<file path="config.mk">
export PLATFORM = sky130hd
export DESIGN_NAME = tile_game
export DESIGN_NICKNAME = d
export VERILOG_FILES = /design/src/hw/tile_pkg.sv /design/src/hw/tile_cen.sv /design/src/hw/tile_char_fetch.sv /design/src/hw/tile_colmix.sv /design/src/hw/tile_game.sv /design/src/hw/tile_rom_port.sv /design/src/hw/tile_timing.sv
export VERILOG_INCLUDE_DIRS = /design/src /design/src/hw
export SDC_FILE = /design/constraint.sdc
export NUM_CORES = 1
export LEC_CHECK = 0
export BUFFER_PORTS_ARGS = -buffer_cell sky130_fd_sc_hd__buf_4
export CAP_MARGIN = 30
export CORE_UTILIZATION = 45
export CTS_CLUSTER_SIZE = 14
export DETAILED_ROUTE_END_ITERATION = 8
export HOLD_SLACK_MARGIN = 0.03
export SLEW_MARGIN = 10
export SYNTH_ARGS = -nofsm -noshare
export SYNTH_HDL_FRONTEND = slang
export SYNTH_SLANG_ARGS = --single-unit
</file>
<file path="constraint.sdc">
create_clock -name clk -period 2.99 [get_ports clk]
set_clock_uncertainty 0.1 [all_clocks]
set_input_delay 0.598 -clock clk [delete_from_list [all_inputs] [get_ports clk]]
set_output_delay 0.598 -clock clk [all_outputs]
set_load 0.005 [all_outputs]
</file>
<file path="src/hw/tile_macros.svh">
`ifndef TILE_MACROS_SVH
`define TILE_MACROS_SVH

// Screen geometry, pixels and lines
`define H_TOTAL      48
`define H_ACTIVE     32
`define V_TOTAL      24
`define V_ACTIVE     16

// Sync placement
`define HS_START     36
`define HS_LEN       4
`define VS_START     18
`define VS_LEN       2

// Character map in tiles
`define MAP_COLS     4
`define MAP_ROWS     2

// Clocks one tile column leaves for its pattern fetch
`define ROM_DEADLINE 64

`endif

</file>
<file path="src/hw/tile_pkg.sv">
package tile_pkg;

    // Raster counters
    typedef logic [8:0]  hcnt_t;
    typedef logic [8:0]  vcnt_t;

    typedef logic [3:0]  pxl_t;
    typedef logic [7:0]  tile_code_t;

    // Bank word address and one pattern row, leftmost pixel in the top nibble
    typedef logic [21:0] rom_addr_t;
    typedef logic [31:0] rom_word_t;

    typedef logic [15:0] cpu_data_t;

    typedef struct packed {
        logic [4:0] red;
        logic [4:0] green;
        logic [4:0] blue;
    } rgb_t;

    // Timing to fetch
    typedef struct packed {
        hcnt_t hdump;
        vcnt_t vdump;
        logic  hb;
        logic  vb;
        logic  hs;
        logic  vs;
        logic  hstart;
    } raster_t;

    // Fetch to colour mix
    typedef struct packed {
        pxl_t index;
        logic hb;
        logic vb;
        logic hs;
        logic vs;
    } pix_t;

    typedef enum logic [1:0] {
        FETCH_IDLE,
        FETCH_WAIT,
        FETCH_DONE
    } fetch_state_t;

endpackage

</file>
<file path="src/hw/tile_cen.sv">
module tile_cen(
    input  logic clk,
    input  logic rst,
    output logic pxl2_cen,
    output logic pxl_cen
);

logic [2:0] cnt;

always_ff @(posedge clk) begin
    if (rst) begin
        cnt      <= '0;
        pxl2_cen <= 1'b0;
        pxl_cen  <= 1'b0;
    end else begin
        cnt      <= cnt + 3'd1;
        pxl2_cen <= cnt[1:0] == 2'd3;
        pxl_cen  <= cnt == 3'd7;
    end
end

// Pixel enable sits on a double-pixel one, and the next double-pixel
// enable four clocks on is the half-way one
a_cen_phase: assert property (@(posedge clk) disable iff (rst)
    pxl_cen |-> pxl2_cen ##4 (pxl2_cen && !pxl_cen));

endmodule

</file>
<file path="src/hw/tile_char_fetch.sv">
`include "tile_macros.svh"

module tile_char_fetch(
    input  logic                clk,
    input  logic                rst,
    input  logic                pxl_cen,
    input  tile_pkg::raster_t   raster,
    input  logic                flip,
    // CPU map writes
    input  logic [2:0]          cpu_addr,
    input  tile_pkg::cpu_data_t cpu_dout,
    input  logic [1:0]          dsn,
    input  logic                char_cs,
    // Pattern ROM
    input  logic                char_ok,
    input  tile_pkg::rom_word_t char_data,
    output logic [10:0]         char_addr,
    output tile_pkg::pix_t      pix
);

localparam int MAP_WORDS = `MAP_COLS * `MAP_ROWS;

tile_pkg::cpu_data_t    map_ram [MAP_WORDS];
tile_pkg::fetch_state_t state;
tile_pkg::hcnt_t        nx_h;
tile_pkg::vcnt_t        nx_v;
tile_pkg::tile_code_t   code;
tile_pkg::rom_word_t    shift;
tile_pkg::rom_word_t    cur;
logic [1:0]             map_col;
logic                   map_row;
logic [2:0]             tile_row;
logic [2:0]             map_idx;
logic                   col_start;
logic                   fetch_go;

always_ff @(posedge clk) begin
    if (rst) begin
        for (int i = 0; i < MAP_WORDS; i++) begin
            map_ram[i] <= '0;
        end
    end else if (char_cs) begin
        if (!dsn[0]) begin
            map_ram[cpu_addr][7:0] <= cpu_dout[7:0];
        end
        if (!dsn[1]) begin
            map_ram[cpu_addr][15:8] <= cpu_dout[15:8];
        end
    end
end

// Position of the column after this one, wrapping into the next line
always_comb begin
    nx_h = raster.hdump + tile_pkg::hcnt_t'(8);
    nx_v = raster.vdump;
    if (nx_h >= tile_pkg::hcnt_t'(`H_TOTAL)) begin
        nx_h = nx_h - tile_pkg::hcnt_t'(`H_TOTAL);
        nx_v = raster.vdump == tile_pkg::vcnt_t'(`V_TOTAL - 1) ? '0 : raster.vdump + 9'd1;
    end
end

// Flip mirrors map column, map row and tile row
assign map_col   = flip ? ~nx_h[4:3] : nx_h[4:3];
assign map_row   = flip ? ~nx_v[3]   : nx_v[3];
assign tile_row  = flip ? ~nx_v[2:0] : nx_v[2:0];
assign map_idx   = 3'(map_row * `MAP_COLS + map_col);
assign code      = map_ram[map_idx][7:0];
assign col_start = pxl_cen && raster.hdump[2:0] == 3'd0;

// Sequence starts on the last line before the visible area
assign fetch_go  = col_start && (state != tile_pkg::FETCH_IDLE ||
                   (raster.hstart && raster.vdump == tile_pkg::vcnt_t'(`V_TOTAL - 1)));

always_ff @(posedge clk) begin
    if (rst) begin
        state     <= tile_pkg::FETCH_IDLE;
        char_addr <= '0;
    end else if (fetch_go) begin
        char_addr <= {code, tile_row};
        state     <= tile_pkg::FETCH_WAIT;
    end else if (state == tile_pkg::FETCH_WAIT && char_ok) begin
        state <= tile_pkg::FETCH_DONE;
    end
end

// Port holds the row until the next request, so a new column loads it directly
assign cur = raster.hdump[2:0] != 3'd0 ? shift : char_data;

always_ff @(posedge clk) begin
    if (pxl_cen) begin
        shift <= flip ? cur >> 4 : cur << 4;
    end
end

always_ff @(posedge clk) begin
    if (rst) begin
        pix.index <= '0;
        pix.hb    <= 1'b1;
        pix.vb    <= 1'b1;
        pix.hs    <= 1'b0;
        pix.vs    <= 1'b0;
    end else if (pxl_cen) begin
        pix.index <= flip ? cur[3:0] : cur[31:28];
        pix.hb    <= raster.hb;
        pix.vb    <= raster.vb;
        pix.hs    <= raster.hs;
        pix.vs    <= raster.vs;
    end
end

// Row for the coming column back from the bank by its boundary
a_row_ready: assert property (@(posedge clk) disable iff (rst)
    col_start && state != tile_pkg::FETCH_IDLE |-> char_ok);

// Bank round trip within one column
a_deadline: assert property (@(posedge clk) disable iff (rst)
    $rose(state == tile_pkg::FETCH_WAIT) |-> ##[0:`ROM_DEADLINE] char_ok);

endmodule

</file>
<file path="src/hw/tile_colmix.sv">
module tile_colmix(
    input  logic                clk,
    input  logic                rst,
    input  logic                pxl_cen,
    input  tile_pkg::pix_t      pix,
    // CPU palette writes
    input  logic [3:0]          cpu_addr,
    input  tile_pkg::cpu_data_t cpu_dout,
    input  logic [1:0]          dsn,
    input  logic                pal_cs,
    // Video out
    output tile_pkg::rgb_t      color,
    output logic                LHBL_dly,
    output logic                LVBL_dly,
    output logic                HS,
    output logic                VS
);

tile_pkg::cpu_data_t pal_ram [16];
tile_pkg::cpu_data_t pal_word;
logic                blank;

always_ff @(posedge clk) begin
    if (pal_cs) begin
        if (!dsn[0]) begin
            pal_ram[cpu_addr][7:0] <= cpu_dout[7:0];
        end
        if (!dsn[1]) begin
            pal_ram[cpu_addr][15:8] <= cpu_dout[15:8];
        end
    end
end

assign pal_word = pal_ram[pix.index];
assign blank    = pix.hb || pix.vb;

// Colour and syncs leave on the same enable
always_ff @(posedge clk) begin
    if (rst) begin
        color    <= '0;
        LHBL_dly <= 1'b0;
        LVBL_dly <= 1'b0;
        HS       <= 1'b0;
        VS       <= 1'b0;
    end else if (pxl_cen) begin
        if (blank) begin
            color <= '0;
        end else begin
            // 5:5:5 with red in the low bits
            color.red   <= pal_word[4:0];
            color.green <= pal_word[9:5];
            color.blue  <= pal_word[14:10];
        end
        LHBL_dly <= !pix.hb;
        LVBL_dly <= !pix.vb;
        HS       <= pix.hs;
        VS       <= pix.vs;
    end
end

endmodule

</file>
<file path="src/hw/tile_game.sv">
module tile_game(
    input  logic                rst,
    input  logic                clk,
    output logic                pxl2_cen,
    output logic                pxl_cen,
    output logic [4:0]          red,
    output logic [4:0]          green,
    output logic [4:0]          blue,
    output logic                LHBL_dly,
    output logic                LVBL_dly,
    output logic                HS,
    output logic                VS,
    input  logic                flip,
    // CPU bus
    input  logic [3:0]          cpu_addr,
    input  tile_pkg::cpu_data_t cpu_dout,
    input  logic [1:0]          dsn,
    input  logic                char_cs,
    input  logic                pal_cs,
    // SDRAM bank, read only
    output tile_pkg::rom_addr_t ba_addr,
    output logic                ba_rd,
    input  logic                ba_ack,
    input  logic                ba_rdy,
    input  tile_pkg::rom_word_t data_read
);

tile_pkg::raster_t   raster;
tile_pkg::pix_t      pix;
tile_pkg::rgb_t      color;
tile_pkg::rom_word_t char_data;
logic [10:0]         char_addr;
logic                char_ok;

assign red   = color.red;
assign green = color.green;
assign blue  = color.blue;

tile_cen u_cen(.*);

tile_timing u_timing(.*);

// Map holds eight words, so only the low address bits reach it
tile_char_fetch u_char(
    .cpu_addr   ( cpu_addr[2:0] ),
    .*
);

tile_rom_port u_rom(.*);

tile_colmix u_colmix(.*);

endmodule

</file>
<file path="src/hw/tile_rom_port.sv">
module tile_rom_port(
    input  logic                clk,
    input  logic                rst,
    // Tile fetch side
    input  logic [10:0]         char_addr,
    output logic                char_ok,
    output tile_pkg::rom_word_t char_data,
    // SDRAM bank
    output tile_pkg::rom_addr_t ba_addr,
    output logic                ba_rd,
    input  logic                ba_ack,
    input  logic                ba_rdy,
    input  tile_pkg::rom_word_t data_read
);

logic [10:0] last_addr;
logic        last_valid;
logic        wait_rdy;
logic        data_ok;
logic        new_addr;
logic        start;

assign new_addr = !last_valid || char_addr != last_addr;
assign start    = !ba_rd && !wait_rdy && new_addr;
// Drops the moment the fetch moves on
assign char_ok  = data_ok && !new_addr;

always_ff @(posedge clk) begin
    if (rst) begin
        ba_rd      <= 1'b0;
        wait_rdy   <= 1'b0;
        data_ok    <= 1'b0;
        last_valid <= 1'b0;
        last_addr  <= '0;
    end else if (ba_rd) begin
        if (ba_ack) begin
            ba_rd    <= 1'b0;
            wait_rdy <= 1'b1;
        end
    end else if (wait_rdy) begin
        if (ba_rdy) begin
            wait_rdy <= 1'b0;
            data_ok  <= 1'b1;
        end
    end else if (new_addr) begin
        ba_rd      <= 1'b1;
        data_ok    <= 1'b0;
        last_valid <= 1'b1;
        last_addr  <= char_addr;
    end
end

// Request address and returned row
always_ff @(posedge clk) begin
    if (start) begin
        ba_addr <= tile_pkg::rom_addr_t'(char_addr);
    end
    if (wait_rdy && ba_rdy) begin
        char_data <= data_read;
    end
end

// Bank only answers an acknowledged request
a_rdy_pending: assert property (@(posedge clk) disable iff (rst)
    ba_rdy |-> wait_rdy);

endmodule

</file>
<file path="src/hw/tile_timing.sv">
`include "tile_macros.svh"

module tile_timing(
    input  logic              clk,
    input  logic              rst,
    input  logic              pxl_cen,
    output tile_pkg::raster_t raster
);

tile_pkg::hcnt_t h_nxt;
tile_pkg::vcnt_t v_nxt;

// Position after the coming pixel enable
always_comb begin
    h_nxt = raster.hdump + 9'd1;
    v_nxt = raster.vdump;
    if (raster.hdump == tile_pkg::hcnt_t'(`H_TOTAL - 1)) begin
        h_nxt = '0;
        if (raster.vdump == tile_pkg::vcnt_t'(`V_TOTAL - 1)) begin
            v_nxt = '0;
        end else begin
            v_nxt = raster.vdump + 9'd1;
        end
    end
end

// Flags come from the next position so they line up with the counters
always_ff @(posedge clk) begin
    if (rst) begin
        // Parked at the end of the first blank line
        raster.hdump  <= tile_pkg::hcnt_t'(`H_TOTAL - 1);
        raster.vdump  <= tile_pkg::vcnt_t'(`V_ACTIVE);
        raster.hb     <= 1'b1;
        raster.vb     <= 1'b1;
        raster.hs     <= 1'b0;
        raster.vs     <= 1'b0;
        raster.hstart <= 1'b0;
    end else if (pxl_cen) begin
        raster.hdump  <= h_nxt;
        raster.vdump  <= v_nxt;
        raster.hb     <= h_nxt >= tile_pkg::hcnt_t'(`H_ACTIVE);
        raster.vb     <= v_nxt >= tile_pkg::vcnt_t'(`V_ACTIVE);
        raster.hs     <= h_nxt >= tile_pkg::hcnt_t'(`HS_START) &&
                         h_nxt <  tile_pkg::hcnt_t'(`HS_START + `HS_LEN);
        raster.vs     <= v_nxt >= tile_pkg::vcnt_t'(`VS_START) &&
                         v_nxt <  tile_pkg::vcnt_t'(`VS_START + `VS_LEN);
        raster.hstart <= h_nxt == '0;
    end
end

endmodule

</file>
== After elaboration in Yosys (flattened, before gate mapping) ==
Memory sizes are Yosys's and may differ from the RTL's. A register that Yosys moved wholly into a read port is not among the register bits.
Cells that the tools add are included.

* Memories kept: 2
* Logic and storage cells: 136
* Output and inout port bits: 44
* RAM bits: 384
* Input port bits: 61
* Bits in registers: 158

{| class="wikitable"
|+ Memories
! memory !! depth !! width !! read ports !! clocked after Yosys merged registers in !! wr ports !! RTL line !! RTL
|-
| u_colmix.pal_ram || 16 || 16 || 1 || 1 || 1 || tile_colmix.sv:19 || <nowiki>tile_pkg::cpu_data_t pal_ram [16];</nowiki>
|-
| u_char.map_ram || 8 || 16 || 1 || 1 || 8 || tile_char_fetch.sv:23 || <nowiki>tile_pkg::cpu_data_t map_ram [MAP_WORDS];</nowiki>
|}

* Reductions and logical operators: 29
* Multiplexer cells: 44
* Order comparisons: 7
* $add $sub $neg: 6
* Bitwise operators: 5
* Equal/unequal tests: 8

{| class="wikitable"
|+ Operator list
! kind !! count
|-
| two-way mux 32 bit || 1
|-
| two-way mux 1 bit || 28
|-
| two-way mux 28 bit || 1
|-
| greater-or-equal comparator 9 x 6 -> 1 bit, second input constant || 3
|-
| two-way mux 9 bit || 3
|-
| adder 9 x 1 -> 9 bit, second input constant || 2
|-
| greater-or-equal comparator 9 x 5 -> 1 bit, second input constant || 2
|-
| two-way mux 16 bit || 1
|-
| two-way mux 4 bit || 4
|-
| OR reduction 16 bit || 1
|-
| two-way mux 15 bit || 1
|-
| != test 11 bit || 1
|-
| logical AND 1 bit || 10
|-
| adder 9 x 4 -> 9 bit, second input constant || 1
|-
| == test 9 x 5 -> 1 bit, second input constant || 1
|-
| == test 9 x 6 -> 1 bit, second input constant || 1
|-
| zero test 9 bit || 1
|-
| less-than comparator 9 x 5 -> 1 bit, second input constant || 1
|-
| less-than comparator 9 x 6 -> 1 bit, second input constant || 1
|-
| zero test 1 bit || 6
|-
| two-way mux 3 bit || 2
|-
| AND reduction 3 bit || 2
|-
| nonzero test 2 bit || 3
|-
| two-way mux 5 bit || 1
|-
| other kinds (15) || 21
|}

== Longest topological paths before layout ==
* Depth in word-level cells: 7
* Gate-level depth with buffers: 9

== Modules after synthesis ==
Synthesis repeated with hierarchy kept, for this count alone.

* Cells, all modules: 1207
* Area, all modules: 19219.7 um^2

{| class="wikitable"
|+ By module, submodules not included
! module !! cells each !! area an instance (um^2) !! instances
|-
| tile_colmix || 518 || 9924.5 || 1
|-
| tile_char_fetch || 388 || 5642.9 || 1
|-
| tile_rom_port || 133 || 2177.1 || 1
|-
| tile_timing || 156 || 1321.3 || 1
|-
| tile_cen || 12 || 153.9 || 1
|}

== Worst setup path before layout ==
Ideal clock, no wire load.

* Path type: input to register
* Start point: input flip
* End point: register u_char.char_addr[3] (read register of u_char.map_ram)
* Stages: 6
* Slack: 0.085 ns
* Setup time: 0.122 ns
* Data arrival time: 2.683 ns
* Cells stage by stage: buf_4 -> xor2_1 -> buf_2 -> mux4_1 -> nor2b_1 -> a221o_1

* Cells in the longest elaborated chain, start to end: 2
* Elaborated cells on any way between the ends: 3
* Those cells by class: 1 x add/sub; 2 x mux

{| class="wikitable"
|+ RTL lines
! element !! RTL line !! RTL
|-
| start: declaration || tile_game.sv:13 || <nowiki>input logic flip,</nowiki>
|-
| two-way mux 2 bit / two-way mux 1 bit (equally long branches) || tile_char_fetch.sv:63, tile_char_fetch.sv:64 ||
|-
| adder 3 x 2 -> 3 bit (*) || tile_char_fetch.sv:66 || <nowiki>assign map_idx = 3'(map_row * `MAP_COLS + map_col);</nowiki>
|-
| end: declaration || tile_char_fetch.sv:17 || <nowiki>output logic [10:0] char_addr,</nowiki>
|}

Every way passes the cells marked *; elsewhere a longest branch is shown, timed or not.
A chain may end at the register's enable or synchronous reset.

== Worst setup path in the final report ==
* Start point: register, netlist name u_timing.raster[17]
* End point: register u_char.char_addr[7] (read register of u_char.map_ram)

* Cells in the longest elaborated chain, start to end: 6
* Elaborated cells on any way between the ends: 10
* Those cells by class: 3 x add/sub; 1 x order compare; 4 x mux; 2 x bitwise

{| class="wikitable"
|+ RTL lines
! element !! RTL line !! RTL
|-
| adder 9 x 4 -> 9 bit (*) || tile_char_fetch.sv:54 || <nowiki>nx_h = raster.hdump + tile_pkg::hcnt_t'(8);</nowiki>
|-
| greater-or-equal comparator 9 x 6 -> 1 bit / subtractor 5 bit (equally long branches) || tile_char_fetch.sv:56, tile_char_fetch.sv:57 ||
|-
| two-way mux 5 bit / two-way mux 4 bit (equally long branches) || tile_char_fetch.sv:56 || <nowiki>if (nx_h >= tile_pkg::hcnt_t'(`H_TOTAL)) begin</nowiki>
|-
| NOT 2 bit / NOT 1 bit (equally long branches) || tile_char_fetch.sv:63, tile_char_fetch.sv:64 ||
|-
| two-way mux 2 bit / two-way mux 1 bit (equally long branches) || tile_char_fetch.sv:63, tile_char_fetch.sv:64 ||
|-
| adder 3 x 2 -> 3 bit (*) || tile_char_fetch.sv:66 ||
|}

Marked as above.

==> metrics.md <==
| Metric | Value |
|---|---|
| Share of the clock period used by the worst path | `92.0%` |
| Synthesized area | `18,900 um2` |
| Warning count from the yosys run | `0` |
| Slowest stage cell, crit path | `sky130_fd_sc_hd__maj3_1` |
| Part of the Yosys area used for sequential elements | `a little over two thirds` |
| Cells along the critical path | `ha_1 > maj3_1 > o22ai_2 > o21ai_4 > xnor2_2 > buf_12 > mux4_2 > nor2b_1 > a221o_1` |
| Ranking of synthesized cells by area | `sky130_fd_sc_hd__edfxtp_1, sky130_fd_sc_hd__mux4_2, sky130_fd_sc_hd__dfxtp_1` |
| Wirelength per Cell | `20.4 um` |
| Routed WL | `roughly 38 mm` |
| Worst vdd ir | `0.000402 V` |
| Detail Placement HPWL | `24.9 mm` |
| DRC violation count after routing | `8` |
| Clock Path Buffers | `3` |
| Nets | `1,360` |
| Type of the worst setup path | `reg -> reg` |
| Power per standard cell area | `621 nW/um2` |
| Data arrival time of the worst path | `3120 ps` |
| Number of clock buffers inserted by TritonCTS | `49` |
| Clock-pin slew on the worst setup and hold paths | `about 60 ps` |
| Area growth syn-to-layout | `17.0%` |
| Maximum number of pins on one net before global-route repair | `61` |
| Total congestion overflow after global routing | `0` |
| Post-synth top flop | `sky130_fd_sc_hd__edfxtp_1` |
| Total die area | `42,800 um2` |
| Flops & latches, synth | `approximately 470` |
| Final core utilization | `53.8%` |
| Global Route Usage Sum | `about 18%` |
| Hold Fails Final Rpt | `0` |
| Starting density of the core | `46.0%` |
| Number of cell rows | `74` |
| # setup viols final | `0` |
| Netlist cell types | `64` |
| Setup repair after global routing missed its margin | `false` |
| Endpoint of the most critical register-to-register path | `u_char.char_addr[7]$_SDFFE_PP0P_` |
| Average via count per standard cell | `5.40` |
| Number of buffers added on ports | `92` |
| Result of the run | `finished with violations` |
| Area fraction of the dominant cell type after synthesis | `60.2%` |
| Number of clock sinks seen by CTS | `466` |
| Final TNS setup | `0 ps` |
| Vias after detailed routing | `10,071` |
| Count of final max-slew check failures | `0` |
| Minimum clock period | `2750 ps` |
| CTS root buf | `sky130_fd_sc_hd__clkbuf_16` |
| Leakage power figure | `7.43 nW` |
| Required time of the critical path | `3360 ps` |
| Post-synth EDFFs | `379` |
| Initial antenna violation count | `1` |
| Kind of start point of the critical path | `register` |
| Most frequent cells in the layout | `sky130_fd_sc_hd__edfxtp_1, sky130_fd_sc_hd__buf_4, sky130_fd_sc_hd__nor2_1, sky130_fd_sc_hd__mux4_2, sky130_fd_sc_hd__dfxtp_1` |
| Upper clock frequency limit | `about 0.36 GHz` |
| # IOs | `105` |
| Slack of the worst reg-to-reg path | `240 ps` |
| Crit path capture type | `register` |
| Number of maximum-capacitance constraint violations | `0` |
| Core outline area | `41,100 um2` |
| Final Wtd Congestion | `0.751` |
| Type of the most critical hold path | `in -> reg` |
| Number of buffers inserted for hold repair after clock tree synthesis | `0` |
| Number of cells on the worst hold path | `1` |
| Hold Crit Endpoint | `u_rom.char_data[11]$_DFFE_PP_` |
| Worst Path Max Fanout | `16` |
| Fraction of layout cells with a size suffix above 1 | `25.1%` |
| Instance count of the mapped netlist | `1,152` |
| Chip width | `207 um` |
| TritonRoute pass-1 iters | `9` |
| Leading cell type in the layout, fill and taps excluded | `sky130_fd_sc_hd__edfxtp_1` |
| Fraction of registers with async set/reset | `0%` |
| Violations in the final reports | `design-rule violations` |
| Delay of the slowest cell on the worst path | `approximately 380 ps` |
| Die height | `just over 200 um` |
| Start point of the worst hold path | `data_read[11]` |
| Avg Synthesized Cell Area | `16.4 um2` |
| Worst skew pair latency | `580 ps` |
| Global-route wire length before repair | `58.4 mm` |
| Overall power | `between 0.01 and 0.015 W` |
| Number of buffers inserted by post-CTS setup repair | `0` |
| R2R cell count | `9` |
| Detailed Route Iter0 Violations | `830` |
| Worst slew margin relative to its limit | `42.2%` |
| Via count of the first global-routing pass | `between 10,000 and 15,000` |
| Post-DRT Antenna Nets | `0` |
| Clock H-tree levels | `2` |
| Worst r2r src | `u_timing.raster[17]$_SDFFE_PP1P_` |
| Final-layout worst hold slack | `94.9 ps` |
| Transition time of the tightest slew-check pin | `around 870 ps` |
| Most area-hungry cell type in the Yosys netlist | `sky130_fd_sc_hd__edfxtp_1` |
| Clock tree from TritonCTS | `yes` |
[per-layer routing]
layer  routed length, um  vias up  GRT usage (%)
li1                    -     4713              -
met1               16800     5034           24.9
met2               18300      267           30.1
met3                2190       57           3.25
met4                 801        0           5.63
met5                   0        -              0
[through the flow]
stage | setup slack, ps | cells | instance area (um2)
3_3_place_gp | 129 | 1772 | 20500
4_1_cts | 50.2 | 1865 | 22100
2_1_floorplan | 85.5 | 1162 | 18900
6_report | 238 | 1866 | 22100
3_5_place_dp | 79.4 | 1774 | 20500
5_1_grt | 61.6 | 1865 | 22100
[state kept, by name, summed over array words and instances (netlist names), 2 cells and up, named ones only]
| signal | cells |
|---|---|
| u_rom.ba_addr | 11 |
| u_char.state | 2 |
| u_rom.char_data | 32 |
| u_timing.raster | 23 |
| u_colmix.color | 15 |
| u_cen.cnt | 3 |
| u_char.char_addr | 11 |
| u_colmix.pal_ram | 240 |
| u_char.map_ram | 64 |
| u_rom.last_addr | 11 |
| u_char.shift | 32 |
| u_char.pix | 8 |
[power breakdown]
part / internal, W / switching (W)
combinational: 0.000209 / 0.000291
sequential: 0.00715 / 0.0000406
clock: 0.00360 / 0.00245
[synthesized netlist by cell type, types with 4 or more instances]
master	instances
sky130_fd_sc_hd__or3_1	4
sky130_fd_sc_hd__nand3_1	13
sky130_fd_sc_hd__buf_1	8
sky130_fd_sc_hd__clkbuf_1	36
sky130_fd_sc_hd__mux2i_1	74
sky130_fd_sc_hd__a221o_1	8
sky130_fd_sc_hd__o22ai_1	4
sky130_fd_sc_hd__and2_1	65
sky130_fd_sc_hd__xor2_1	8
sky130_fd_sc_hd__ha_1	6
sky130_fd_sc_hd__inv_1	10
sky130_fd_sc_hd__dfxtp_1	87
sky130_fd_sc_hd__nand3b_1	8
sky130_fd_sc_hd__mux4_2	89
sky130_fd_sc_hd__edfxtp_1	379
sky130_fd_sc_hd__buf_2	11
sky130_fd_sc_hd__nor3_1	9
sky130_fd_sc_hd__nand4_1	10
sky130_fd_sc_hd__a21oi_1	25
sky130_fd_sc_hd__nand2_1	55
sky130_fd_sc_hd__a22oi_1	16
sky130_fd_sc_hd__nor2b_1	18
sky130_fd_sc_hd__buf_4	13
sky130_fd_sc_hd__nor2_1	100
sky130_fd_sc_hd__xnor2_1	19
sky130_fd_sc_hd__o21ai_0	19
[cell type report]
cell class,instances,area (um2)
Timing Repair Buffer,151,1200
Sequential cell,466,13100
Clock buffer,66,1380
Clock inverter,25,248
Tap cell,532,666
Inverter,12,45.0
Antenna cell,1,2.50
Fill cell,3333,19000
Multi-Input combinational cell,613,5450
[worst max path at each step]
stage | from | endpoint | slack [ps]
after CTS | u_timing.raster[17]$_SDFFE_PP1P_ | u_char.char_addr[6]$_SDFFE_PP0P_ | 50
after global routing | u_timing.raster[17]$_SDFFE_PP1P_ | u_char.char_addr[6]$_SDFFE_PP0P_ | 60
final | u_timing.raster[17]$_SDFFE_PP1P_ | u_char.char_addr[7]$_SDFFE_PP0P_ | 240
after detailed placement | u_timing.raster[17]$_SDFFE_PP1P_ | u_char.char_addr[6]$_SDFFE_PP0P_ | 80
after global placement | u_timing.raster[17]$_SDFFE_PP1P_ | u_char.char_addr[5]$_SDFFE_PP0P_ | 130
after floorplan | flip | u_char.char_addr[3]$_SDFFE_PP0P_ | 90
[cells by family after synthesis]
group / count (synthesis) / synth area share, %
AO/OA/AOI/OAI: 98 / 3.57
AND/OR/NAND/NOR: 303 / 8.26
multiplexers: 166 / 14.9
adder cells (fa/ha/maj): 7 / 0.450
other: 1 / 0.0198
flip-flops: 466 / 69.4
XOR/XNOR: 28 / 1.34
buffers and inverters: 83 / 2.10
[repair_timing]
item                                    CTS  global route
gates resized for setup                   0             1
endpoints found under the setup margin    0             8
endpoints found under the hold margin     0             0
[critical path, delay by kind of cell (launching register included)]
kind | cells | cell delay (ps)
and+or+nand+nor | 1 | 140
xor gates and xnor gates | 1 | 230
muxes | 1 | 290
AOI/OAI and AO/OA | 3 | 680
DFF | 1 | 310
buffers and inverters | 1 | 180
adders and majority gates | 2 | 700
No activity file was read; power rests on OpenSTA's default activity.
